==> src/source/cpuPkg.sv <==
`default_nettype none

package cpuPkg;

	// Data and address word
	typedef logic [15:0] word;

	// One of sixteen general registers
	typedef logic [3:0] regIdx;

	// Major opcode, instruction bits 15..12
	typedef enum logic [3:0] {
		opAdd  = 4'h0,
		opSub  = 4'h1,
		opXor  = 4'h2,
		opAnd  = 4'h3,
		opSll  = 4'h4,
		opSra  = 4'h5,
		opRor  = 4'h6,
		opNop  = 4'h7,
		opLw   = 4'h8,
		opSw   = 4'h9,
		opLlb  = 4'hA,
		opLhb  = 4'hB,
		opBr   = 4'hC,
		// Spare codes, executed as no-ops
		opNopD = 4'hD,
		opNopE = 4'hE,
		opHlt  = 4'hF
	} opcode;

	// Branch condition, instruction bits 11..9
	typedef enum logic [2:0] {
		ccNe = 3'd0,
		ccEq = 3'd1,
		ccGt = 3'd2,
		ccLt = 3'd3,
		ccGe = 3'd4,
		ccLe = 3'd5,
		ccOv = 3'd6,
		ccUn = 3'd7
	} condCode;

	// Negative, overflow, zero
	typedef struct packed {
		logic n;
		logic v;
		logic z;
	} flags;

	// ALU function, low codes line up with opcodes 0..6
	typedef enum logic [2:0] {
		aluAdd, aluSub, aluXor, aluAnd, aluSll, aluSra, aluRor, aluPass
	} aluOp;

	// Operand source in execute
	typedef enum logic [1:0] {
		fwdRegfile = 2'd0,
		fwdFromMem = 2'd1,
		fwdFromWb  = 2'd2
	} fwdSel;

	// Bubble word placed in IF/ID
	localparam word nopInstr = {opNop, 12'h000};

endpackage

`default_nettype wire

==> src/source/hazardDetection.sv <==
`timescale 1ns/1ps
`default_nettype none

module hazardDetection (
	input wire cpuPkg::regIdx srcA,
	input wire cpuPkg::regIdx srcB,
	input wire usesA,
	input wire usesB,
	input wire isBranch,
	input wire exMemRead,
	input wire cpuPkg::regIdx exDst,
	input wire exSetsFlags,
	output logic stall
);

	logic hitA;
	logic hitB;
	logic loadUse;
	logic flagWait;

	// Source match against the load in execute
	assign hitA = usesA && (srcA == exDst);
	assign hitB = usesB && (srcB == exDst);

	// Loaded word only exists after MEM, so wait one slot
	assign loadUse = exMemRead && (hitA || hitB);

	// Flags land at the end of execute
	assign flagWait = isBranch && exSetsFlags;

	assign stall = loadUse || flagWait;

endmodule

`default_nettype wire

==> config.mk <==
export PLATFORM = sky130hd
export DESIGN_NAME = hazardDetection
export DESIGN_NICKNAME = d
export VERILOG_FILES = /design/src/source/cpuPkg.sv /design/src/source/hazardDetection.sv
export SDC_FILE = /design/constraint.sdc
export NUM_CORES = 1
export LEC_CHECK = 0
export BUFFER_PORTS_ARGS = -buffer_cell sky130_fd_sc_hd__buf_2
export CAP_MARGIN = 20
export CORE_AREA = 2 2 39 41
export DETAILED_ROUTE_END_ITERATION = 7
export DIE_AREA = 0 0 41 43
export GPL_TIMING_DRIVEN = 1
export PLACE_DENSITY = 0.4
export SYNTH_ARGS = -nofsm -noshare
export SYNTH_HDL_FRONTEND = slang
export SYNTH_SLANG_ARGS = --single-unit
==> constraint.sdc <==
create_clock -name vclk -period 1.6
set_input_delay 0.32 -clock vclk [all_inputs]
set_output_delay 0.32 -clock vclk [all_outputs]
set_load 0.005 [all_outputs]
-- Word level (Yosys, flattened, before mapping)
Index checks and enable logic that the tools add are counted.
- input bits: 17
- logic and storage cells: 8
- output and inout bits: 1
- register bits after elaboration: 0
- reductions and logical operators: 6
- eq/ne operators: 2
- operators by type and width (operator ; number):
    $eq A4 B4 Y1 ; 2
    $logic_and A1 B1 Y1 ; 4
    $logic_or A1 B1 Y1 ; 2

-- Depth between registers and ports, before layout
Gate-level depths: netlist (run 1).
- depth after elaboration: 5
- depth in mapped cells: 4

-- Worst setup path before layout (run 1)
OpenSTA, ideal clock, no wires.
- path type: input port to output port
- start: input exDst[1]
- end: output stall
- slack: 0.458 ns
- stages on the path: 4
- arrival time: 0.822 ns
- data required time: 1.280 ns
- path through: xor2_1 -> nor3_1 -> nand4_1 -> nand3_1
- longest elaborated chain between the ends: 5
- elaborated cells between the ends (all ways): 7
- RTL lines (element ; RTL line ; RTL):
    start: declaration ; hazardDetection.sv:11 ; input wire cpuPkg::regIdx exDst,
    $eq A4 B4 Y1, on equally long branches ; hazardDetection.sv:22, hazardDetection.sv:23 ;
    $logic_and A1 B1 Y1, on equally long branches ; hazardDetection.sv:22, hazardDetection.sv:23 ;
    $logic_or A1 B1 Y1 (*) ; hazardDetection.sv:26 ; assign loadUse = exMemRead && (hitA || hitB);
    $logic_and A1 B1 Y1 (*) ; hazardDetection.sv:26 ;
    $logic_or A1 B1 Y1 (*) ; hazardDetection.sv:31 ; assign stall = loadUse || flagWait;
    end: declaration ; hazardDetection.sv:13 ; output logic stall
Mark *: on every way between the ends. The rest lies on a longest branch, timed or not.

-- Worst setup path in the final report (run 1)
Ends and elaborated chain as after synthesis.

==> metrics.cfg, run 1 <==
[final_layout]
fin_nets=51
area_growth_pct=109
final_cell_mix=buf_2 (18), xor2_1 (6), xnor2_1 (2), nor3_1 (2), nand4_1 (2)
layout.filler_cells=168
multi_input_area_sq_um=101
nClkBuffers=0
regArea_sq_um=0
seq_cells=0
final_common_cell=buf_2
drive_gt1_share_pct=56.3
antenna_cells=0

[timing]
setup-tns-final_ns=0
maxSlewViolCount=0
rsz0062_at_grt=false
tightest_slew_ns=0.179
clock.fmax_mhz=704
fin_crit_sh_pct=88.8
timing.final.ws_setup_ns=0.179
setup_viol_count_final=0
period_needed_ns=1.42
hold_viol_final=0
slew_headroom_pct=88.0

[worst_setup_path]
crit_path_end_kind=output pin
crit_type=input port to output pin
critPathArrivalTime_ns=1.10
startpoint_type=input port
crit_required_ns=1.28
crit_fanout=2
crit_start=exDst[1]

[drt]
dr.pass1.iters=1
drc=0
wl_per_cell_microns=6.17
drt_wl_total_microns=296
routed.top_layer=met3
drt-vias-per-instance=3.35
via_count=161
wl_met3_microns=43
wl_met2_microns=145
wl_met1_microns=107
drt_iter0_drc=0
ant_nets=0

[pwr]
peakVddDrop_v=0.0000244
seqPwrFrac_pct=0
p_sw_share_pct=40.3
p_int_mw=0.0274
clock_power_share_pct=0
power_frac_comb_pct=100.0
switchingPower_mw=0.0186
power_density_nw_per_um2=218
leakagePower_nw=0.111

[floorplan]
coreArea_sq_um=1380
num_rows=14
die_w_microns=41
ioPinCount=18
start_util_pct=7.32
die_area_sq_um=1760
dieHeight_microns=43

[placement]
pre_cts_slack_ns=0.158
gp_congestion=0.478
port_buffers=18

[global_routing]
grtUsageTotal_pct=3.00
grt_max_degree=3
grt-ovfl-total=0
grt_pass1_vias=121
grt_pass1_wl_microns=393
grt_antenna_before_repair=0

[synth]
synth.area.top_cells=xor2_1 (52%), xnor2_1 (17%), nand4_1 (12%), nor3_1 (9.9%), nand3_1 (4.9%)
syn_nets=31
ys_warn_count=0
synth_top_area_share_pct=51.9
yosysUniqueCellTypes=6
synthCells=14
avgSynthCellArea_sq_um=7.24
yosysTopAreaCell=xor2_1
yosysSeqAreaShare_pct=0
syn-cell-area_sq_um=101

[clock_network]
cts_setup_buffers=0
postCtsHoldBufs=0
ctsResizeCount=0

[flow_run]
drv_cap=0

[worst_hold_path]
min_from=exSetsFlags
hold_path_end=stall
min_path_type=input port to output pin
worstHoldPathCells=4

[status]
status=finished clean

metrics by stage:
stage / area (sq um) / power, mW / utilization, % / hold WS, ns / std cells
2_1_floorplan: 101 / 0.0181 / - / 0.736 / 14
3_3_place_gp: 211 / 0.0472 / 15.3 / 0.906 / 48
3_5_place_dp: 211 / 0.0473 / 15.3 / 0.906 / 48
4_1_cts: 211 / 0.0475 / 15.3 / 0.906 / 48
5_1_grt: 211 / 0.0517 / 15.3 / 0.944 / 48
6_report: 211 / 0.0460 / 15.3 / 0.903 / 48
layer usage:
metal / GRT usage (%) / vias up
met4: 0 / 0
met3: 0 / 0
met1: 2.85 / 67
met5: 0 / -
met2: 6.56 / 9
li1: - / 85
final cells by class:
cell class	count	area share, %
tap	16	9.47
timing repair buffer	18	42.6
multi-input combinational	14	47.9
worst max-delay path by stage:
stage / endpoint / cells past startpoint
6_report: stall / 6
3_3_place_gp: stall / 6
3_5_place_dp: stall / 6
4_1_cts: stall / 6
5_1_grt: stall / 6
2_1_floorplan: stall / 4
power by group through the flow:
stage / clock, mW / sequential [mW] / combinational (mW)
2_1_floorplan: 0 / 0 / 0.0181
3_3_place_gp: 0 / 0 / 0.0472
5_1_grt: 0 / 0 / 0.0517
3_5_place_dp: 0 / 0 / 0.0473
4_1_cts: 0 / 0 / 0.0475
6_report: 0 / 0 / 0.0460
worst max-delay path, cell delays in order:
cell,delay (ns)
buf_2,0.11
xor2_1,0.16
nor3_1,0.20
nand4_1,0.12
nand3_1,0.09
buf_2,0.11
synthesized netlist by cell type (all sizes together):
master / number
xor2: 6
nand2: 1
nor3: 2
nand3: 1
xnor2: 2
nand4: 2
kinds of logic (layout without fill, tap and decap cells):
| family | count (synthesis) | in the layout | synth area share [%] |
|---|---|---|---|
| simple gates | 6 | 6 | 30.9 |
| xor+xnor | 8 | 8 | 69.1 |
| buf+inv | 0 | 18 | 0 |
(Power assumes the default switching activity.)
==> run 2: changes to the inputs <==
--- a/config.mk
+++ b/config.mk
@@ -11,7 +11,7 @@
 export DETAILED_ROUTE_END_ITERATION = 7
 export DIE_AREA = 0 0 41 43
 export GPL_TIMING_DRIVEN = 1
-export PLACE_DENSITY = 0.4
+export PLACE_DENSITY = 0.41
 export SYNTH_ARGS = -nofsm -noshare
 export SYNTH_HDL_FRONTEND = slang
 export SYNTH_SLANG_ARGS = --single-unit
==> constraint.sdc (replaced) <==
create_clock -name vclk -period 1.2
set_input_delay 0.24 -clock vclk [all_inputs]
set_output_delay 0.24 -clock vclk [all_outputs]
set_load 0.005 [all_outputs]
==> run 2 against run 1 <==
The run now ends with setup timing left. Critical path type unchanged. Die area stayed put. Count of clock-buffer cells in the layout stayed put. Sequential share of layout area stayed put. Cell count stayed put. Global-route usage is 0.20 points lower. Utilization is 3.6 points higher. Hold slack worse by 0.14 ns. Non-clock buffer count stayed put.
==> metrics.cfg, run 2 (same netlist as run 1, synthesis figures left out) <==
[status]
status=finished, violations left
violations=setup timing

[pwr]
power_frac_comb_pct=100.0
p_int_mw=0.0504
p_sw_share_pct=35.9
leakagePower_nw=0.126
total_power_mw=0.0787
power_density_nw_per_um2=301
clock_power_share_pct=0
peakVddDrop_v=0.0000464
switchingPower_mw=0.0283
seqPwrFrac_pct=0

[drt]
wl_per_cell_microns=7.10
via_count=158
dr.pass1.iters=1
ant_nets=0
drt_wl_total_microns=341
drc=0
drt_iter0_drc=0
drt-vias-per-instance=3.29

[final_layout]
drive_gt1_share_pct=62.5
seq_cells=0
nClkBuffers=0
fin_nets=51
final_common_cell=buf_2
regArea_sq_um=0
final_cell_mix=buf_2 (12), buf_6 (6), xor2_1 (5), xnor2_1 (2), nand4_1 (2)
area_growth_pct=158
antenna_cells=0

[global_routing]
grt_pass1_vias=113
grt_pass1_wl_microns=365
grt-ovfl-total=0
grt_antenna_before_repair=0
grt_max_degree=3
grtUsageTotal_pct=2.80

[worst_setup_path]
slowest_delay_ns=0.20
crit_path_end_kind=output pin
crit_type=input port to output pin
worst-path-buf-inv=2
startpoint_type=input port
crit_chain=buf_6 > xor2_1 > nor3_1 > nand4_1 > nand3_1 > buf_2
crit_fanout=2
crit_required_ns=0.96
crit_family=simple AND/OR/NAND/NOR gates
critPathArrivalTime_ns=0.96
crit_start=exDst[1]
slowest_stage=nor3_1

[clock_network]
postCtsHoldBufs=0

[timing]
timing.final.ws_setup_ns=-0.00355
hold_viol_final=0
period_needed_ns=1.20
tightest_slew_ns=0.172
rsz0062_at_grt=true
clock.fmax_mhz=831
fin_crit_sh_pct=100
setup_viol_count_final=1
maxSlewViolCount=0
slew_headroom_pct=88.4

[floorplan]
num_rows=14
die_area_sq_um=1760
coreArea_sq_um=1380
dieHeight_microns=43
start_util_pct=7.32
die_w_microns=41
ioPinCount=18

[worst_hold_path]
min_path_type=input port to output pin
min_from=exSetsFlags

[placement]
gp_congestion=0.474
pre_cts_slack_ns=-0.0631
port_buffers=18

[flow_run]
drv_cap=0

## run 2: cell count changes in the layout (fill, tap and decap cells not counted)
cell,delta
nor3_1,-1
nor3_2,+1
buf_6,+6
xor2_1,-1
xor2_2,+1
buf_2,-6
## run 2: worst paths after layout
path,cells after the start,end
min,4,stall
max,6,stall
## run 2: through the flow
stage | instance area, sq um | instances | hold WS (ns) | util (%) | setup TNS, ns
floorplan | 101 | 14 | 0.576 | - | 0
CTS | 224 | 48 | 0.762 | 16.2 | -0.0316
finish | 262 | 48 | 0.758 | 18.9 | -0.00355
global route | 262 | 48 | 0.801 | 18.9 | -0.0676
global placement | 211 | 48 | 0.754 | 15.3 | -0.0767
detailed placement | 211 | 48 | 0.747 | 15.3 | -0.0631
## run 2: power by group through the flow
stage | sequential [mW] | combinational (mW) | clock [mW]
6_report | 0 | 0.0787 | 0
5_1_grt | 0 | 0.0864 | 0
4_1_cts | 0 | 0.0680 | 0
3_5_place_dp | 0 | 0.0633 | 0
3_3_place_gp | 0 | 0.0632 | 0
2_1_floorplan | 0 | 0.0242 | 0
## run 2: tightest hold or removal path: cells and delay by family
family / cells / cell delay, ns
and+or+nand+nor: 2 / 0.10
buffers and inverters: 2 / 0.17
## run 2: layout make-up
class	count	area [sq um]
repair buffers	18	128
fillers	157	1120
multi-input cells	14	114
well taps	16	20.0
## run 2: routing by layer
metal | up-vias | GRT usage [%] | share of wire, % | routed length (microns)
met5 | - | 0 | 0 | 0
met4 | 0 | 0 | 0 | 0
met3 | 0 | 0 | 15 | 50
met2 | 9 | 6.88 | 54 | 185
met1 | 65 | 1.90 | 31 | 105
li1 | 84 | - | - | -
## run 2: timing repair
action                                  CTS  global route
pin swaps                                 8             6
setup buffers                             0             0
endpoints found under the setup margin    1             1
gates resized for setup                   2             6
