[src/source/cpuPkg.sv]
`default_nettype none

package cpuPkg;

	// Data and address word
	typedef logic [15:0] word;

	// One of sixteen general registers
	typedef logic [3:0] regIdx;

	// Major opcode, instruction bits 15..12
	typedef enum logic [3:0] {
		opAdd  = 4'h0,
		opSub  = 4'h1,
		opXor  = 4'h2,
		opAnd  = 4'h3,
		opSll  = 4'h4,
		opSra  = 4'h5,
		opRor  = 4'h6,
		opNop  = 4'h7,
		opLw   = 4'h8,
		opSw   = 4'h9,
		opLlb  = 4'hA,
		opLhb  = 4'hB,
		opBr   = 4'hC,
		// Spare codes, executed as no-ops
		opNopD = 4'hD,
		opNopE = 4'hE,
		opHlt  = 4'hF
	} opcode;

	// Branch condition, instruction bits 11..9
	typedef enum logic [2:0] {
		ccNe = 3'd0,
		ccEq = 3'd1,
		ccGt = 3'd2,
		ccLt = 3'd3,
		ccGe = 3'd4,
		ccLe = 3'd5,
		ccOv = 3'd6,
		ccUn = 3'd7
	} condCode;

	// Negative, overflow, zero
	typedef struct packed {
		logic n;
		logic v;
		logic z;
	} flags;

	// ALU function, low codes line up with opcodes 0..6
	typedef enum logic [2:0] {
		aluAdd, aluSub, aluXor, aluAnd, aluSll, aluSra, aluRor, aluPass
	} aluOp;

	// Operand source in execute
	typedef enum logic [1:0] {
		fwdRegfile = 2'd0,
		fwdFromMem = 2'd1,
		fwdFromWb  = 2'd2
	} fwdSel;

	// Bubble word placed in IF/ID
	localparam word nopInstr = {opNop, 12'h000};

endpackage

`default_nettype wire

[src/source/decode.sv]
`timescale 1ns/1ps
`default_nettype none

module decode (
	input wire clk,
	input wire rstN,
	input wire stall,
	input wire cpuPkg::word instrId,
	input wire cpuPkg::word pcPlusOneId,
	input wire cpuPkg::flags curFlags,
	input wire wbWrite,
	input wire cpuPkg::regIdx wbDst,
	input wire cpuPkg::word wbData,
	output logic branchTaken,
	output cpuPkg::word branchTarget,
	output cpuPkg::regIdx srcA,
	output cpuPkg::regIdx srcB,
	output logic usesA,
	output logic usesB,
	output logic isBranch,
	output logic halting,
	output cpuPkg::aluOp exOp,
	output cpuPkg::word exOperandA,
	output cpuPkg::word exOperandB,
	output cpuPkg::word exImm,
	output logic exUseImm,
	output cpuPkg::regIdx exSrcA,
	output cpuPkg::regIdx exSrcB,
	output cpuPkg::regIdx exDst,
	output logic exRegWrite,
	output logic exMemRead,
	output logic exMemWrite,
	output logic exSetsFlags,
	output logic exHalt
);

	cpuPkg::opcode op;
	cpuPkg::condCode cond;
	cpuPkg::word regs [16];
	cpuPkg::word readA;
	cpuPkg::word readB;
	cpuPkg::word imm;
	cpuPkg::aluOp fn;
	logic useImm;
	logic regWrite;
	logic memRead;
	logic memWrite;
	logic setsFlags;
	logic condTrue;

	assign op = cpuPkg::opcode'(instrId[15:12]);
	assign cond = cpuPkg::condCode'(instrId[11:9]);
	assign isBranch = (op == cpuPkg::opBr);
	assign halting = (op == cpuPkg::opHlt);

	// Control decode
	always_comb begin
		fn = cpuPkg::aluPass;
		useImm = 1'b0;
		regWrite = 1'b0;
		memRead = 1'b0;
		memWrite = 1'b0;
		setsFlags = 1'b0;
		usesA = 1'b0;
		usesB = 1'b0;
		srcA = instrId[7:4];
		srcB = instrId[3:0];
		// Shift amount, zero-extended
		imm = {12'h000, instrId[3:0]};
		case (op)
			cpuPkg::opAdd, cpuPkg::opSub, cpuPkg::opXor, cpuPkg::opAnd: begin
				// Opcode low bits are the ALU code
				fn = cpuPkg::aluOp'(instrId[14:12]);
				usesA = 1'b1;
				usesB = 1'b1;
				regWrite = 1'b1;
				setsFlags = 1'b1;
			end
			cpuPkg::opSll, cpuPkg::opSra, cpuPkg::opRor: begin
				fn = cpuPkg::aluOp'(instrId[14:12]);
				usesA = 1'b1;
				useImm = 1'b1;
				regWrite = 1'b1;
				setsFlags = 1'b1;
			end
			cpuPkg::opLw, cpuPkg::opSw: begin
				// Base plus signed 4-bit offset
				fn = cpuPkg::aluAdd;
				imm = {{12{instrId[3]}}, instrId[3:0]};
				usesA = 1'b1;
				useImm = 1'b1;
				regWrite = (op == cpuPkg::opLw);
				memRead = (op == cpuPkg::opLw);
				memWrite = (op == cpuPkg::opSw);
				// Store data comes from rd
				usesB = (op == cpuPkg::opSw);
				srcB = instrId[11:8];
			end
			cpuPkg::opLlb: begin
				imm = {8'h00, instrId[7:0]};
				useImm = 1'b1;
				regWrite = 1'b1;
			end
			cpuPkg::opLhb: begin
				// Old rd supplies the low byte, so no full immediate
				imm = {instrId[7:0], 8'h00};
				srcA = instrId[11:8];
				usesA = 1'b1;
				regWrite = 1'b1;
			end
			default: begin
				// BR, HLT and spare codes write nothing
			end
		endcase
	end

	// Register file, same-cycle write seen by the read
	assign readA = (wbWrite && wbDst == srcA) ? wbData : regs[srcA];
	assign readB = (wbWrite && wbDst == srcB) ? wbData : regs[srcB];

	always_ff @(posedge clk or negedge rstN) begin
		if (!rstN) begin
			for (int i = 0; i < 16; i++) begin
				regs[i] <= '0;
			end
		end else if (wbWrite) begin
			regs[wbDst] <= wbData;
		end
	end

	// Condition test on committed flags
	always_comb begin
		case (cond)
			cpuPkg::ccNe: condTrue = !curFlags.z;
			cpuPkg::ccEq: condTrue = curFlags.z;
			cpuPkg::ccGt: condTrue = !curFlags.z && !curFlags.n;
			cpuPkg::ccLt: condTrue = curFlags.n;
			cpuPkg::ccGe: condTrue = curFlags.z || !curFlags.n;
			cpuPkg::ccLe: condTrue = curFlags.z || curFlags.n;
			cpuPkg::ccOv: condTrue = curFlags.v;
			default: condTrue = 1'b1;
		endcase
	end

	// Signed 9-bit offset from PC plus one
	assign branchTarget = pcPlusOneId + {{7{instrId[8]}}, instrId[8:0]};
	// No redirect while waiting on flags
	assign branchTaken = isBranch && condTrue && !stall;

	// ID/EX controls, bubble on stall
	always_ff @(posedge clk or negedge rstN) begin
		if (!rstN) begin
			exRegWrite <= 1'b0;
			exMemRead <= 1'b0;
			exMemWrite <= 1'b0;
			exSetsFlags <= 1'b0;
			exHalt <= 1'b0;
		end else if (stall) begin
			exRegWrite <= 1'b0;
			exMemRead <= 1'b0;
			exMemWrite <= 1'b0;
			exSetsFlags <= 1'b0;
			exHalt <= 1'b0;
		end else begin
			exRegWrite <= regWrite;
			exMemRead <= memRead;
			exMemWrite <= memWrite;
			exSetsFlags <= setsFlags;
			exHalt <= halting;
		end
	end

	// ID/EX payload
	always_ff @(posedge clk) begin
		exOp <= fn;
		exOperandA <= readA;
		exOperandB <= readB;
		exImm <= imm;
		exUseImm <= useImm;
		exSrcA <= srcA;
		exSrcB <= srcB;
		exDst <= instrId[11:8];
	end

endmodule

`default_nettype wire

[config.mk]
export PLATFORM = sky130hd
export DESIGN_NAME = decode
export DESIGN_NICKNAME = d
export VERILOG_FILES = /design/src/source/cpuPkg.sv /design/src/source/decode.sv
export SDC_FILE = /design/constraint.sdc
export NUM_CORES = 1
export LEC_CHECK = 0
export ABC_CLOCK_PERIOD_IN_PS = 4600
export BUFFER_PORTS_ARGS = -buffer_cell sky130_fd_sc_hd__buf_2
export CORE_MARGIN = 1
export CORE_UTILIZATION = 65
export DETAILED_ROUTE_END_ITERATION = 10
export PLACE_DENSITY = 0.84
export SLEW_MARGIN = 25
export SYNTH_ARGS = -nofsm -noshare
export SYNTH_HDL_FRONTEND = slang
export SYNTH_SLANG_ARGS = --single-unit
[constraint.sdc]
create_clock -name clk -period 4.6 [get_ports clk]
set_input_delay 0.23 -clock clk [delete_from_list [all_inputs] [get_ports clk]]
set_output_delay 0.23 -clock clk [all_outputs]
set_load 0.01 [all_outputs]
; ---- After elaboration in Yosys (flattened, before gate mapping)
; Cells that the tools add are included.
[word_totals]
in_bits = 59
word_cells = 104
regBits = 325
[op_classes]
bitwise = 3
n_reduce_logical = 19
n_addsub = 1
n_lt_le_gt_ge = 4
n_eq_ne = 20
mux = 28
[ops]
columns = op, count
row1 = bitwise mux 256 bit, 1
row2 = binary-select mux 16 bit (select 4 bit), 2
row3 = 2-to-1 mux 16 bit, 7
row4 = demux 16 bit (select 4 bit), 1
row5 = case mux 16 bit (3 select lines), 1
row6 = "equality test 4 bit, second input constant", 6
row7 = adder 16 bit, 1
row8 = ">= comparator 5 bit, second input constant", 3
row9 = NOT 4 -> 5 bit, 3
row10 = "equality test 4 x 3 -> 1 bit, second input constant", 3
row11 = 2-to-1 mux 1 bit, 10
row12 = OR reduction 10 bit, 1
row13 = "equality test 3 bit, second input constant", 3
row14 = OR reduction 9 bit, 1
row15 = "equality test 4 x 2 -> 1 bit, second input constant", 2
row16 = equality test 4 bit, 2
row17 = 2-to-1 mux 4 bit, 2
row18 = case mux 1 bit (7 select lines), 1
row19 = OR reduction 7 bit, 1
row20 = "equality test 3 x 2 -> 1 bit, second input constant", 2
row21 = logical AND 1 bit, 6
row22 = case mux 3 bit (2 select lines), 1
row23 = OR reduction 6 bit, 1
row24 = "< comparator 5 x 1 -> 1 bit, second input constant", 1
row25 = other kinds (9), 13

; ---- Logic depth before layout (Yosys ltp)
[depth]
ltp_word = 8
depth_mapped = 10
ltp_nobuf = 8

; ---- Worst setup path before layout
; OpenSTA, ideal clock, no wires.
[synth_path]
path_kind = input -> register
startpoint = in instrId[14]
endpoint = reg exOperandB[11]
setup_slack_ps = 2331
t_arrival_ps = 2166
n_path_buf = 3
path_stages = 10
required_time_ps = 4497
cell_sequence = buf_4 nor3b_1 buf_4 mux2i_1 inv_1 nand2_1 buf_1 o22ai_1 a221o_1 a222oi_1
[synth_between]
elab_chain_len = 8
word_cells_on_any_way = 11
classes_between = eq/ne (3) / mux (5) / bitwise (1) / reduce/logical (2)
[synth_lines]
columns = item, line
row1 = start: declaration, decode.sv:8  ; input wire cpuPkg::word instrId,
row2 = equality test 4 bit, decode.sv:70  ; case (op)
row3 = OR reduction 2 bit *, decode.sv:70
row4 = 2-to-1 mux 4 bit *, decode.sv:70
row5 = named net srcB[0], decode.sv:17  ; output cpuPkg::regIdx srcB,
row6 = NOT 4 -> 5 bit (implied by the code), decode.sv:119  ; assign readB = (wbWrite && wbDst == srcB) ? wbData : regs[srcB];
row7 = binary-select mux 16 bit (select 4 bit), decode.sv:119
row8 = 2-to-1 mux 16 bit (implied by the code) (2 in a row), decode.sv:119
row9 = 2-to-1 mux 16 bit *, decode.sv:119
row10 = named net readB[11], decode.sv:41  ; cpuPkg::word readB;
row11 = end signal: assignment, decode.sv:177  ; exOperandB <= readB;
row12 = end: declaration, decode.sv:24  ; output cpuPkg::word exOperandB,
; The timed path passes the listed nets; every way through them passes the cells marked *. The select of a mux whose other input is x is not followed.
; A chain may end at the register's enable or synchronous reset.

; ---- Worst setup path in the final report
[layout_path]
startpoint = in instrId[13]
endpoint = reg exOperandA[1]
[layout_between]
elab_chain_len = 7
word_cells_on_any_way = 9
classes_between = eq/ne (2) / mux (5) / bitwise (1) / reduce/logical (1)
[layout_lines]
columns = item, line
row1 = equality test 4 bit *, decode.sv:70
row2 = 2-to-1 mux 4 bit *, decode.sv:70
row3 = NOT 4 -> 5 bit (implied by the code), decode.sv:118  ; assign readA = (wbWrite && wbDst == srcA) ? wbData : regs[srcA];
row4 = binary-select mux 16 bit (select 4 bit), decode.sv:118
row5 = 2-to-1 mux 16 bit (implied by the code) (2 in a row), decode.sv:118
row6 = 2-to-1 mux 16 bit *, decode.sv:118
row7 = named net readA[1], decode.sv:40  ; cpuPkg::word readA;
row8 = end signal: assignment, decode.sv:176  ; exOperandA <= readA;
row9 = end: declaration, decode.sv:23  ; output cpuPkg::word exOperandA,
; Marked as above.

==> results.cfg <==
[run_status]
status = completed

[critical_path]
setup.worst_path.end_class = flip-flop
reg2reg_depth = 4
ff2ff_setup_slack_ns = 3.01
crit_path_cell_trace = buf_2 -> and4b_1 -> mux2i_1 -> inv_1 -> nand2_1 -> buf_4 -> o22ai_1 -> a221o_1 -> a221oi_1
cp-start-kind = primary input
cp.arrival_ns = 3.24
rr_endpoint = exOperandB[6]
max_stage_delay_ns = 0.75
crit_type = in2reg
crit_slowest_cell = and4b_1
crit_fanout = 24
reg2reg_from = regs[102]
crit_required_ns = 5.00

[power_and_ir_drop]
ir_worst_vdd_mv = 0.364
cellLeakagePower_nw = 8.72
powerDensity_mw_per_mm2 = 458

[detailed_routing]
vias = 13492
wirelength_um = 48900
ant_nets = 0
drc = 0
first_pass_iters = 8
initialDrtViolationCount = 1343
vias_per_cell = 6.89
routedWlPerCell_um = 25.0

[logic_synthesis]
synth_edf_count = 0
synth_compound_area_share_pct = 13.5
synth_fa_ha_area_share_pct = 1.23
yosys.area.top_type_share_pct = 38.6
ys_seq_area_share_pct = 46.2
synth.most_common_cell = mux2_2
synthSimpleGateAreaFrac_pct = 6.00
ys_warn_count = 0
synth_top_family_by_area = multiplexers
synth_common_cells = 290 x mux2_2, 261 x dfrtp_1, 136 x nand2_1
synth_area_leaders = dfrtp_1 39%, mux2_2 19%, mux2i_1 8.0%
async_flop_share_pct = 80.3
syn-cell-area_mm2 = 0.0169
synthCells = 1488
synthMuxAreaShare_pct = 27.7
synth_nets = 1563
synth_xor_area_share_pct = 0.777
synth_area_leader_cell = dfrtp_1
ys_dominant_reg_cell = dfrtp_1
ys_ff_latch = 325
yosys.cell_types.count = 58
avgSynthCellArea_um2 = 11.4

[clocking]
ctsRootBufferMaster = clkbuf_16
cts_buffers = 35
clock_latency_ns = 0.52
cts_tree = yes
htreeDepth = 2
cts.clk_slew.worst_paths_ns = 0.06
clock_sinks = 325
clockBufferDepth = 3
cts_setup_buffers = 0

[floorplan]
die_area_mm2 = 0.0267
die_y_um = 163
coreArea_mm2 = 0.0253
row_count = 58
die_w_um = 163
start_util_pct = 66.8
pin_count = 157

[timing]
fin_hold_ws_ns = 0.00654
final_hold_viol_count = 0
fin_tns_setup_ns = 0
drv_slew = 0
setup_viol = 0
clock_skew_ns = 0.0232
relSlewSlack_pct = 17.5
worstMarginPinSlew_ns = 1.23
clock.fmax_mhz = 352
post-route-min-period_ns = 2.84
period_share_pct = 61.7
rsz0062_at_grt = false

[finish]
nFillCells = 1612
ff_latch_area_mm2 = 0.00781
multi_input_area_mm2 = 0.00836
nNetsFinal = 1677
drive_above_1_share_pct = 34.8
syn_to_final_growth_pct = 12.5
n_antenna_cell = 0

[grt]
grt_util_met1_pct = 46.2
antenna_found_initial = 1
grt_pass1_vias = 13691
grt_pass1_wl_um = 75400
use_met2_pct = 59.0
grt.busiest_layer = met2
grtUsageMet3_pct = 7.44
grt-ovfl-total = 0
grt_use_total_pct = 37.0
grt_start_max_net_pins = 115

[min_path]
hold_class = in2reg
hold-path-cell-count = 1
hp-start = instrId[8]
min_to = exDst[0]

[placement]
port_buffers = 156
place_congestion = 0.899
dpl.hpwl_um = 28100

[run]
drv_cap = 0
worst max-delay path by stage:
stage | from | to | slack (ns) | cells past startpoint
after floorplan | instrId[14] | exOperandB[11] | 2.33 | 10
after global placement | instrId[13] | exOperandA[0] | 1.35 | 9
after detailed placement | instrId[13] | exOperandA[11] | 1.31 | 9
after CTS | instrId[13] | exOperandA[1] | 1.82 | 9
after global routing | instrId[13] | exOperandA[1] | 1.57 | 9
final | instrId[13] | exOperandA[1] | 1.76 | 9
through the flow:
stage | setup slack, ns | instances | util [%] | total power, mW | instance area [um^2]
finish | 1.76 | 1959 | 75.1 | 8.71 | 19000
global route | 1.57 | 1959 | 75.1 | 9.05 | 19000
CTS | 1.82 | 1959 | 75.1 | 8.68 | 19000
detailed placement | 1.31 | 1890 | 70.4 | 5.87 | 17800
global placement | 1.35 | 1890 | 70.4 | 5.76 | 17800
floorplan | 2.33 | 1488 | - | 5.24 | 16900
cell type report:
cell class | instances | area share (%)
inverters | 32 | 0.631
flip-flops and latches | 325 | 41.1
clock inverters | 7 | 0.414
multi-input cells | 1008 | 43.9
clock buffers | 57 | 5.62
well taps | 330 | 2.17
repair buffers | 200 | 6.16
logic make-up (layout without fill, tap and decap cells):
kind of cell    after synthesis  count (layout)
xor+xnor                     15              15
flops                       325             325
simple gates                235             235
compound gates              314             314
buf+inv                     155             296
fa+ha+maj                    16              16
mux                         428             428
sequential cells by signal, indices dropped and copies added, names as in the netlist:
register	count
exSrcA	4
exOp	3
exSrcB	4
exSetsFlags	1
exOperandB	16
exDst	4
exHalt	1
exMemRead	1
exUseImm	1
exOperandA	16
exMemWrite	1
exRegWrite	1
exImm	16
regs	256
placed cells by master (no fill, tap or decap), drive strengths merged, types with 3 or more instances in the layout:
cell / n
xor2: 6
nor2b: 7
nand2b: 9
buf: 195
a21oi: 18
dlygate4sd3: 5
a221oi: 20
xnor2: 9
a211oi: 3
and3: 4
a21o: 5
nand3: 7
o22ai: 66
o21ai: 101
dfrtp: 261
mux2: 290
clkinv: 4
a222oi: 16
inv: 34
dfxtp: 64
a2111oi: 3
a221o: 65
nor3: 8
clkbuf: 57
nor2: 45
nand2: 136
mux2i: 138
nand4: 5
ha: 15
power breakdown:
group	total, mW	leakage, nW	switching, mW	internal [mW]
clock network	2.79	0.564	1.14	1.66
logic	2.04	4.37	1.01	1.03
registers	3.88	3.79	0.442	3.44
layer usage:
metal  vias up  wire length, um  share of wire [%]
met5         -                0                  0
met4         0             3050                6.2
met1      6690            18900                 39
met2       829            22700                 46
li1       5744                -                  -
met3       229             4290                8.8
critical path: cells and delay by family:
family                 cells  cell delay, ns
multiplexers               1            0.38
buffers and inverters      3            0.82
AND/OR/NAND/NOR            2            1.08
AO/OA/AOI/OAI              3            0.71
what timing repair did:
action	CTS	global route
hold buffers	5	0
gates resized for setup	0	0
hold endpoints to repair	119	0
Note: power is estimated with default switching activity, not from simulation.
