==> src/source/cpuPkg.sv <==
`default_nettype none

package cpuPkg;

	// Data and address word
	typedef logic [15:0] word;

	// One of sixteen general registers
	typedef logic [3:0] regIdx;

	// Major opcode, instruction bits 15..12
	typedef enum logic [3:0] {
		opAdd  = 4'h0,
		opSub  = 4'h1,
		opXor  = 4'h2,
		opAnd  = 4'h3,
		opSll  = 4'h4,
		opSra  = 4'h5,
		opRor  = 4'h6,
		opNop  = 4'h7,
		opLw   = 4'h8,
		opSw   = 4'h9,
		opLlb  = 4'hA,
		opLhb  = 4'hB,
		opBr   = 4'hC,
		// Spare codes, executed as no-ops
		opNopD = 4'hD,
		opNopE = 4'hE,
		opHlt  = 4'hF
	} opcode;

	// Branch condition, instruction bits 11..9
	typedef enum logic [2:0] {
		ccNe = 3'd0,
		ccEq = 3'd1,
		ccGt = 3'd2,
		ccLt = 3'd3,
		ccGe = 3'd4,
		ccLe = 3'd5,
		ccOv = 3'd6,
		ccUn = 3'd7
	} condCode;

	// Negative, overflow, zero
	typedef struct packed {
		logic n;
		logic v;
		logic z;
	} flags;

	// ALU function, low codes line up with opcodes 0..6
	typedef enum logic [2:0] {
		aluAdd, aluSub, aluXor, aluAnd, aluSll, aluSra, aluRor, aluPass
	} aluOp;

	// Operand source in execute
	typedef enum logic [1:0] {
		fwdRegfile = 2'd0,
		fwdFromMem = 2'd1,
		fwdFromWb  = 2'd2
	} fwdSel;

	// Bubble word placed in IF/ID
	localparam word nopInstr = {opNop, 12'h000};

endpackage

`default_nettype wire

==> src/source/exMemIf.sv <==
`timescale 1ns/1ps
`default_nettype none

// EX/MEM pipeline register contents
interface exMemIf ();

	// Payload
	cpuPkg::word aluOut;
	cpuPkg::word storeData;
	cpuPkg::regIdx dst;

	// Controls
	logic regWrite;
	logic memRead;
	logic memWrite;
	logic halt;

	// Execute owns the register
	modport producer (
		output aluOut, storeData, dst, regWrite, memRead, memWrite, halt
	);

	// Memory stage side
	modport consumer (
		input aluOut, storeData, dst, regWrite, memRead, memWrite, halt
	);

	// Forwarding taps
	modport monitor (input dst, aluOut, regWrite);

endinterface

`default_nettype wire

==> src/source/execute.sv <==
`timescale 1ns/1ps
`default_nettype none

module execute (
	input wire clk,
	input wire rstN,
	input wire cpuPkg::aluOp exOp,
	input wire cpuPkg::word exOperandA,
	input wire cpuPkg::word exOperandB,
	input wire cpuPkg::word exImm,
	input wire exUseImm,
	input wire cpuPkg::regIdx exSrcA,
	input wire cpuPkg::regIdx exSrcB,
	input wire cpuPkg::regIdx exDst,
	input wire exRegWrite,
	input wire exMemRead,
	input wire exMemWrite,
	input wire exSetsFlags,
	input wire exHalt,
	input wire wbWrite,
	input wire cpuPkg::regIdx wbDst,
	input wire cpuPkg::word wbData,
	output cpuPkg::flags curFlags,
	exMemIf.producer exMem,
	exMemIf.monitor exMon
);

	cpuPkg::fwdSel selA;
	cpuPkg::fwdSel selB;
	cpuPkg::word opA;
	cpuPkg::word fwdB;
	cpuPkg::word opB;
	cpuPkg::word result;
	cpuPkg::flags newFlags;
	logic [31:0] rotated;

	// Youngest producer first
	function automatic cpuPkg::fwdSel pickSource(
		input cpuPkg::regIdx src,
		input logic memWr,
		input cpuPkg::regIdx memDst,
		input logic wbWr,
		input cpuPkg::regIdx wbD
	);
		if (memWr && memDst == src) begin
			return cpuPkg::fwdFromMem;
		end else if (wbWr && wbD == src) begin
			return cpuPkg::fwdFromWb;
		end
		return cpuPkg::fwdRegfile;
	endfunction

	assign selA = pickSource(exSrcA, exMon.regWrite, exMon.dst, wbWrite, wbDst);
	assign selB = pickSource(exSrcB, exMon.regWrite, exMon.dst, wbWrite, wbDst);

	always_comb begin
		case (selA)
			cpuPkg::fwdFromMem: opA = exMon.aluOut;
			cpuPkg::fwdFromWb: opA = wbData;
			default: opA = exOperandA;
		endcase
		case (selB)
			cpuPkg::fwdFromMem: fwdB = exMon.aluOut;
			cpuPkg::fwdFromWb: fwdB = wbData;
			default: fwdB = exOperandB;
		endcase
	end

	assign opB = exUseImm ? exImm : fwdB;

	// ALU and flag generation
	always_comb begin
		rotated = {opA, opA} >> opB[3:0];
		newFlags = curFlags;
		case (exOp)
			cpuPkg::aluAdd: begin
				result = opA + opB;
				newFlags.v = (opA[15] == opB[15]) && (result[15] != opA[15]);
			end
			cpuPkg::aluSub: begin
				result = opA - opB;
				newFlags.v = (opA[15] != opB[15]) && (result[15] != opA[15]);
			end
			cpuPkg::aluXor: result = opA ^ opB;
			cpuPkg::aluAnd: result = opA & opB;
			cpuPkg::aluSll: result = opA << opB[3:0];
			cpuPkg::aluSra: result = $signed(opA) >>> opB[3:0];
			cpuPkg::aluRor: result = rotated[15:0];
			// LLB takes the whole immediate, LHB keeps the old low byte
			default: result = {exImm[15:8], exUseImm ? exImm[7:0] : opA[7:0]};
		endcase
		newFlags.z = (result == '0);
		// n only from arithmetic
		if (exOp == cpuPkg::aluAdd || exOp == cpuPkg::aluSub) begin
			newFlags.n = result[15];
		end
	end

	// Flag register
	always_ff @(posedge clk or negedge rstN) begin
		if (!rstN) begin
			curFlags <= '0;
		end else if (exSetsFlags) begin
			curFlags <= newFlags;
		end
	end

	// EX/MEM controls
	always_ff @(posedge clk or negedge rstN) begin
		if (!rstN) begin
			exMem.regWrite <= 1'b0;
			exMem.memRead <= 1'b0;
			exMem.memWrite <= 1'b0;
			exMem.halt <= 1'b0;
		end else begin
			exMem.regWrite <= exRegWrite;
			exMem.memRead <= exMemRead;
			exMem.memWrite <= exMemWrite;
			exMem.halt <= exHalt;
		end
	end

	// EX/MEM payload, store data is the forwarded rd
	always_ff @(posedge clk) begin
		exMem.aluOut <= result;
		exMem.storeData <= fwdB;
		exMem.dst <= exDst;
	end

	// Forwarded value must come from a stage that really writes
	fwdFromWriter: assert property (@(posedge clk) disable iff (!rstN)
		!((selA == cpuPkg::fwdFromMem || selB == cpuPkg::fwdFromMem) && !exMon.regWrite) &&
		!((selA == cpuPkg::fwdFromWb || selB == cpuPkg::fwdFromWb) && !wbWrite));

endmodule

`default_nettype wire

==> src/flat_wrapper.sv <==
// flat-port wrapper written by rule: the top's interface ports become plain ports
module execute_flat 
  (clk, rstN, exOp, exOperandA, exOperandB, exImm, exUseImm, exSrcA, exSrcB, exDst, exRegWrite, exMemRead, exMemWrite, exSetsFlags, exHalt, wbWrite, wbDst, wbData, curFlags, exMem_aluOut, exMem_storeData, exMem_dst, exMem_regWrite, exMem_memRead, exMem_memWrite, exMem_halt, exMon_dst, exMon_aluOut, exMon_regWrite);
  exMemIf exMem_i ();
  exMemIf exMon_i ();
  input wire clk;
  input wire rstN;
  input wire cpuPkg::aluOp exOp;
  input wire cpuPkg::word exOperandA;
  input wire cpuPkg::word exOperandB;
  input wire cpuPkg::word exImm;
  input wire exUseImm;
  input wire cpuPkg::regIdx exSrcA;
  input wire cpuPkg::regIdx exSrcB;
  input wire cpuPkg::regIdx exDst;
  input wire exRegWrite;
  input wire exMemRead;
  input wire exMemWrite;
  input wire exSetsFlags;
  input wire exHalt;
  input wire wbWrite;
  input wire cpuPkg::regIdx wbDst;
  input wire cpuPkg::word wbData;
  output cpuPkg::flags curFlags;
  output wire logic [$bits(exMem_i.aluOut)-1:0] exMem_aluOut;
  output wire logic [$bits(exMem_i.storeData)-1:0] exMem_storeData;
  output wire logic [$bits(exMem_i.dst)-1:0] exMem_dst;
  output wire logic [$bits(exMem_i.regWrite)-1:0] exMem_regWrite;
  output wire logic [$bits(exMem_i.memRead)-1:0] exMem_memRead;
  output wire logic [$bits(exMem_i.memWrite)-1:0] exMem_memWrite;
  output wire logic [$bits(exMem_i.halt)-1:0] exMem_halt;
  input wire logic [$bits(exMon_i.dst)-1:0] exMon_dst;
  input wire logic [$bits(exMon_i.aluOut)-1:0] exMon_aluOut;
  input wire logic [$bits(exMon_i.regWrite)-1:0] exMon_regWrite;
  assign exMem_aluOut = exMem_i.aluOut;
  assign exMem_storeData = exMem_i.storeData;
  assign exMem_dst = exMem_i.dst;
  assign exMem_regWrite = exMem_i.regWrite;
  assign exMem_memRead = exMem_i.memRead;
  assign exMem_memWrite = exMem_i.memWrite;
  assign exMem_halt = exMem_i.halt;
  assign exMon_i.dst = exMon_dst;
  assign exMon_i.aluOut = exMon_aluOut;
  assign exMon_i.regWrite = exMon_regWrite;
  execute u_core (.clk(clk), .rstN(rstN), .exOp(exOp), .exOperandA(exOperandA), .exOperandB(exOperandB), .exImm(exImm), .exUseImm(exUseImm), .exSrcA(exSrcA), .exSrcB(exSrcB), .exDst(exDst), .exRegWrite(exRegWrite), .exMemRead(exMemRead), .exMemWrite(exMemWrite), .exSetsFlags(exSetsFlags), .exHalt(exHalt), .wbWrite(wbWrite), .wbDst(wbDst), .wbData(wbData), .curFlags(curFlags), .exMem(exMem_i), .exMon(exMon_i));
endmodule
==> config.mk <==
export PLATFORM = sky130hd
export DESIGN_NAME = execute_flat
export DESIGN_NICKNAME = d
export VERILOG_FILES = /design/src/source/cpuPkg.sv /design/src/source/exMemIf.sv /design/src/source/execute.sv /design/src/flat_wrapper.sv
export SDC_FILE = /design/constraint.sdc
export NUM_CORES = 1
export LEC_CHECK = 0
export ABC_AREA = 1
export BUFFER_PORTS_ARGS = -buffer_cell sky130_fd_sc_hd__buf_2
export CORE_MARGIN = 8
export CORE_UTILIZATION = 25
export DETAILED_ROUTE_END_ITERATION = 10
export GPL_TIMING_DRIVEN = 0
export PLACE_DENSITY = 0.53
export SLEW_MARGIN = 0
export SYNTH_ARGS = -nofsm -noshare
export SYNTH_HDL_FRONTEND = slang
export SYNTH_SLANG_ARGS = --single-unit
==> constraint.sdc <==
create_clock -name clk -period 1.11 [get_ports clk]
set_input_delay 0.222 -clock clk [delete_from_list [all_inputs] [get_ports clk]]
set_output_delay 0.222 -clock clk [all_outputs]
set_load 0.02 [all_outputs]
# == Yosys cells after proc, flatten, opt, wreduce, memory -nomap -nowiden ==
# Cells that the tools add are included.
# word_totals
out_inout_bits,43
reg_bits,43
# op_classes
n_bitwise,2
n_addsub,2
muxes,16
eq_ne,18
n_reduce_logical,12
shifts,3
# ops
cell,count
$pmux W16 S7,1
$pmux W16 S2,2
$shr A32 B4 Y16,1
$add A16 B16 Y16,1
$and A16 B16 Y16,1
$eq A4 B4 Y1,4
$logic_not A16 Y1,1
$mux W16,1
$shl A16 B4 Y16,1
$sshr A16 B4 Y16,1
$sub A16 B16 Y16,1
$xor A16 B16 Y16,1
$mux W2,6
$eq A3 B3 Y1 const B,3
$mux W8,1
$eq A3 B2 Y1 const B,2
$logic_and A1 B1 Y1,6
$eq A2 B1 Y1 const B,2
$eq A2 B2 Y1 const B,2
$mux W1,4
$reduce_and A2 Y1,2
$eq A3 B1 Y1 const B,1
$logic_not A3 Y1,1
$ne A1 B1 Y1,3
4 further kinds,4

# == Logic depth before layout (Yosys ltp) ==
# depth
ltp_word,12
depth_mapped,36
mapped_depth_nobuf,34

# == Least setup slack after synthesis ==
# Ideal clock, no wire load.
# synth_path
path_kind,input -> register
from,input port exSrcB[1]
to,register u_core.curFlags[0] (netlist name)
t_arrival_ps,3506
slack_ps,-2472
t_required_ps,1034
path_stages,32
setup_ps,76
path_cell_list,inv_1 -> nand2_1 -> nand2_1 -> nor2_1 -> nand3_2 -> buf_6 -> nand2_2 -> clkinv_1 -> a221oi_1 -> or2_2 -> o21ai_0 -> inv_1 -> ha_1 -> buf_2 -> inv_1 -> a21o_1 -> a21boi_0 -> o211ai_1 -> a21boi_0 -> inv_1 -> nand2_1 -> nand2_1 -> inv_1 -> nand2_1 -> nand3_1 -> nand2_1 -> nand3b_1 -> nand2_1 -> nand2_1 -> nor2_1 -> nand2_1 -> o21ai_1
# synth_between
elab_chain_len,11
elab_cells_between_ends,21
# synth_rtl
element,line_no,rtl
"start, declared",flat_wrapper.sv:14,input wire cpuPkg::regIdx exSrcB;
$eq A4 B4 Y1,execute.sv:47,end else if (wbWr && wbD == src) begin
$logic_and A1 B1 Y1,execute.sv:47,
$mux W1,execute.sv:47,
$mux W1,execute.sv:45,if (memWr && memDst == src) begin
$mux W2 *,execute.sv:50,return cpuPkg::fwdRegfile;
$eq A2 B2 Y1 / $eq A2 B1 Y1 (equally long branches),execute.sv:62,case (selB)
$pmux W16 S2 *,execute.sv:62,
net u_core.fwdB[8],execute.sv:31,cpuPkg::word fwdB;
$mux W16 *,execute.sv:69,assign opB = exUseImm ? exImm : fwdB;
"$sub A16 B16 Y16, or another cell as far along",execute.sv:81,result = opA - opB;
$pmux W16 S7 *,execute.sv:75,case (exOp)
$logic_not A16 Y1 *,execute.sv:92,newFlags.z = (result == '0);
# The timed path passes the listed nets; every way through them passes the cells marked *.
# A chain may end at the register's enable or synchronous reset.

# == Worst setup path in the final report ==
# layout_path
from,input port exSrcB[0]
to,register u_core.curFlags[0] (netlist name)
# layout_between
elab_chain_len,11
elab_cells_between_ends,21
# layout_rtl
element,line_no
$eq A4 B4 Y1,execute.sv:47
$logic_and A1 B1 Y1,execute.sv:47
$mux W1,execute.sv:47
$mux W1,execute.sv:45
$mux W2 *,execute.sv:50
$eq A2 B2 Y1 / $eq A2 B1 Y1 (equally long branches),execute.sv:62
$pmux W16 S2 *,execute.sv:62
net u_core.fwdB[1],execute.sv:31
$mux W16 *,execute.sv:69
"$sub A16 B16 Y16, or another cell as far along",execute.sv:81
$pmux W16 S7 *,execute.sv:75
$logic_not A16 Y1 *,execute.sv:92
# Marks and branches as above.

==> metrics.txt <==
WL per Instance=19.6 µm; Yosys Warn Count=0; failing checks=setup timing; CP Capture Type=flip-flop; Worst Clk Skew=0 ps; most frequent cell after synthesis=nand2_1; crit path kind=in -> reg; drt via density=5.19; Leakage=4.96 nW; R2R setup slack=440 ps; Die Wd=175 µm; Max clock buf depth=2; R2R depth=2; post-synthesis cell area=0.00630 mm²; largest area contributor in the netlist=nand2_1; cts bufs inserted=5; Core Box Area=0.0250 mm²; element type at the critical path start=input port; setup violators final=30; Routed Antenna Nets=0; Iter 0 DRT Violations=735; Worst IR Drop VDD=694 µV; latest clock arrival within the worst-skew pair=300 ps; Slew headroom=45.1%; Worst path most repeated cell=nand2_2; fin crit period=3660 ps; DP Wirelength=25.6 mm; RSZ-0062 raised after global routing=yes; worst slew pin tran=818 ps; Worst path max stage delay=380 ps; max-slew violations=0; Chip Height=175 µm; Die ar.=0.0305 mm²; Async S/R FF share, synth=16.3%; crit path max-delay cell type=fa_2; Global Route Usage Sum=20.3%; Initial Utilization=25.2%; CTS tree=yes; number of remaining DRC errors=0; xor/xnor cell area share of the yosys netlist=0.695%; Net count, final=1495; worst setup margin=-2550 ps; Layout area overhead=58.8%; Seq/Total Area, Yosys=14.2%; Simple-Gate Fraction of Synth Area=49.5%; top post-synthesis cells by count=nand2_1 (316), nand3_1 (183), inv_1 (131), nor2_1 (71), a21oi_1 (60); HP Class=in -> reg; routed wire length=32.9 mm; CTS clock-pin slew for the worst setup and hold paths=70 ps; clk sinks=43; Worst Hold Depth=1; WP buf/inv=6; status=complete, but fails checks; fin crit share=329%; Multi-input gate area=0.00585 mm²; Final GP Congestion=0.950; family with the most delay on the worst path=simple AND/OR/NAND/NOR gates; first-pass GRT wire length=49.0 mm; largest family of logic cells by synthesized area=simple AND/OR/NAND/NOR gates; critical path depth=33; routed vias=8726; I/O pin count=156; WP data arrival=3880 ps; Min Hold Slack=19.4 ps; Root Buffer=clkbuf_16; H-Tree Depth=2; Port Buffers=152; total area of sequential cells=896 µm²; Unique masters post-synth=55; Synth area leaders=nand2_1 (19%), nand3_1 (15%), dfxtp_1 (11%), inv_1 (7.8%), ha_1 (6.4%); post-synthesis mux area share=0%; Seq cells post-synth=43; Synth top area share=18.8%; EDFF count, synth=0; Req. time, crit path=1340 ps; initial antenna violation count=0; vias in the first global route=8464; Worst Path Max Fanout=7; largest net degree at the start of global routing=16; Mapped Cells=1097; Filler cells=2692; fraction of layout cells with a size suffix above 1=43.3%; cell row count=58; max frequency=0.274 GHz; Synth Area in Compound Gates=15.8%; grt ovf=0; syn nets=1244; Max-cap violations=0; ys flop type=dfxtp_1; pre-CTS WS=-3550 ps; Final Hold Vio Count=0; Synth Area per Inst=5.74 µm²; DRT Pass-1 Iters=7; Synth Area in Adders=6.99%; Cell Pwr Density=1060 mW/mm²
[state kept, by name, indices dropped and copies added (netlist names)]
register	flops
u_core.exMem.regWrite	1
u_core.exMem.dst	4
u_core.exMem.halt	1
u_core.exMem.aluOut	16
u_core.curFlags	3
u_core.exMem.memRead	1
u_core.exMem.memWrite	1
u_core.exMem.storeData	16
[path summary, 6_finish.rpt]
| kind | startpoint | end |
|---|---|---|
| worst min register to register | u_core.curFlags[0] | u_core.curFlags[0] |
| worst min-delay path | exDst[2] | u_core.exMem.dst[2] |
| worst max-delay path | exSrcB[0] | u_core.curFlags[0] |
| worst max register to register | u_core.curFlags[1] | u_core.curFlags[1] |
| max in group asynchronous | rstN | u_core.curFlags[0] |
| min in group asynchronous | rstN | u_core.exMem.halt |
[what timing repair did]
item | in CTS | in global routing
endpoints found under the setup margin | 31 | 33
hold endpoints to repair | 7 | 0
hold buffers | 1 | 0
setup buffers | 48 | 45
cloned | 0 | 3
resized for setup | 193 | 178
pin swaps | 57 | 101
[logic make-up (layout without fill, tap and decap cells)]
logic type / after synthesis / count (layout)
fa+ha+maj: 34 / 34
flops: 43 / 43
buf+inv: 188 / 440
simple gates: 665 / 665
xor+xnor: 5 / 5
other cells: 0 / 1
compound gates: 162 / 162
[cell type report]
type | count | area share, %
clock buffers | 5 | 1.25
well taps | 330 | 4.13
repair inverters | 1 | 0.0876
flip-flops and latches | 43 | 8.96
inverters | 141 | 5.84
diodes | 1 | 0.0250
repair buffers | 246 | 16.6
plain buffers | 44 | 4.13
clock inverters | 3 | 0.475
multi-input cells | 866 | 58.5
[power by group]
group / leakage [nW] / total, mW / internal (mW) / switching [mW]
Combinational: 4.48 / 6.89 / 2.71 / 4.18
Clock: 0.0844 / 1.85 / 1.08 / 0.776
Sequential: 0.388 / 1.83 / 1.76 / 0.0624
Total: 4.96 / 10.6 / 5.55 / 5.02
[through the flow]
stage | utilization, % | total power [mW] | instance area, µm² | std cells | TNS (ps)
2_1_floorplan | - | 5.15 | 6480 | 1097 | -34050
3_3_place_gp | 30.7 | 6.80 | 7650 | 1579 | -57540
3_5_place_dp | 30.7 | 6.77 | 7660 | 1580 | -58240
4_1_cts | 36.0 | 9.60 | 8990 | 1633 | -39430
5_1_grt | 40.0 | 11.1 | 10000 | 1679 | -42770
6_report | 40.1 | 10.6 | 10000 | 1680 | -39240
[metal layers]
layer / vias to the layer above / wire (µm) / share of wire [%] / global-route usage, %
li1: 4139 / - / - / -
met1: 4103 / 13700 / 42 / 25.6
met2: 415 / 15100 / 46 / 33.2
met3: 69 / 2620 / 8.0 / 4.12
met4: 0 / 1430 / 4.4 / 8.19
met5: - / 0 / 0 / 0
[worst register-to-register path, cell delays in order, from the launching register on]
cell,delay [ps]
dfrtp_1,390
a21oi_1,120
a21oi_1,50
[cells in the final DEF (no fill, tap or decap), types with 25 or more instances in the layout]
cell,count
a21oi_1,35
buf_2,153
buf_4,74
buf_6,34
dfxtp_1,36
inv_1,106
nand2_1,254
nand2_2,58
nand3_1,151
nand3_2,42
nand3b_1,25
nor2_1,47
Note: power is estimated with default switching activity, not from simulation.
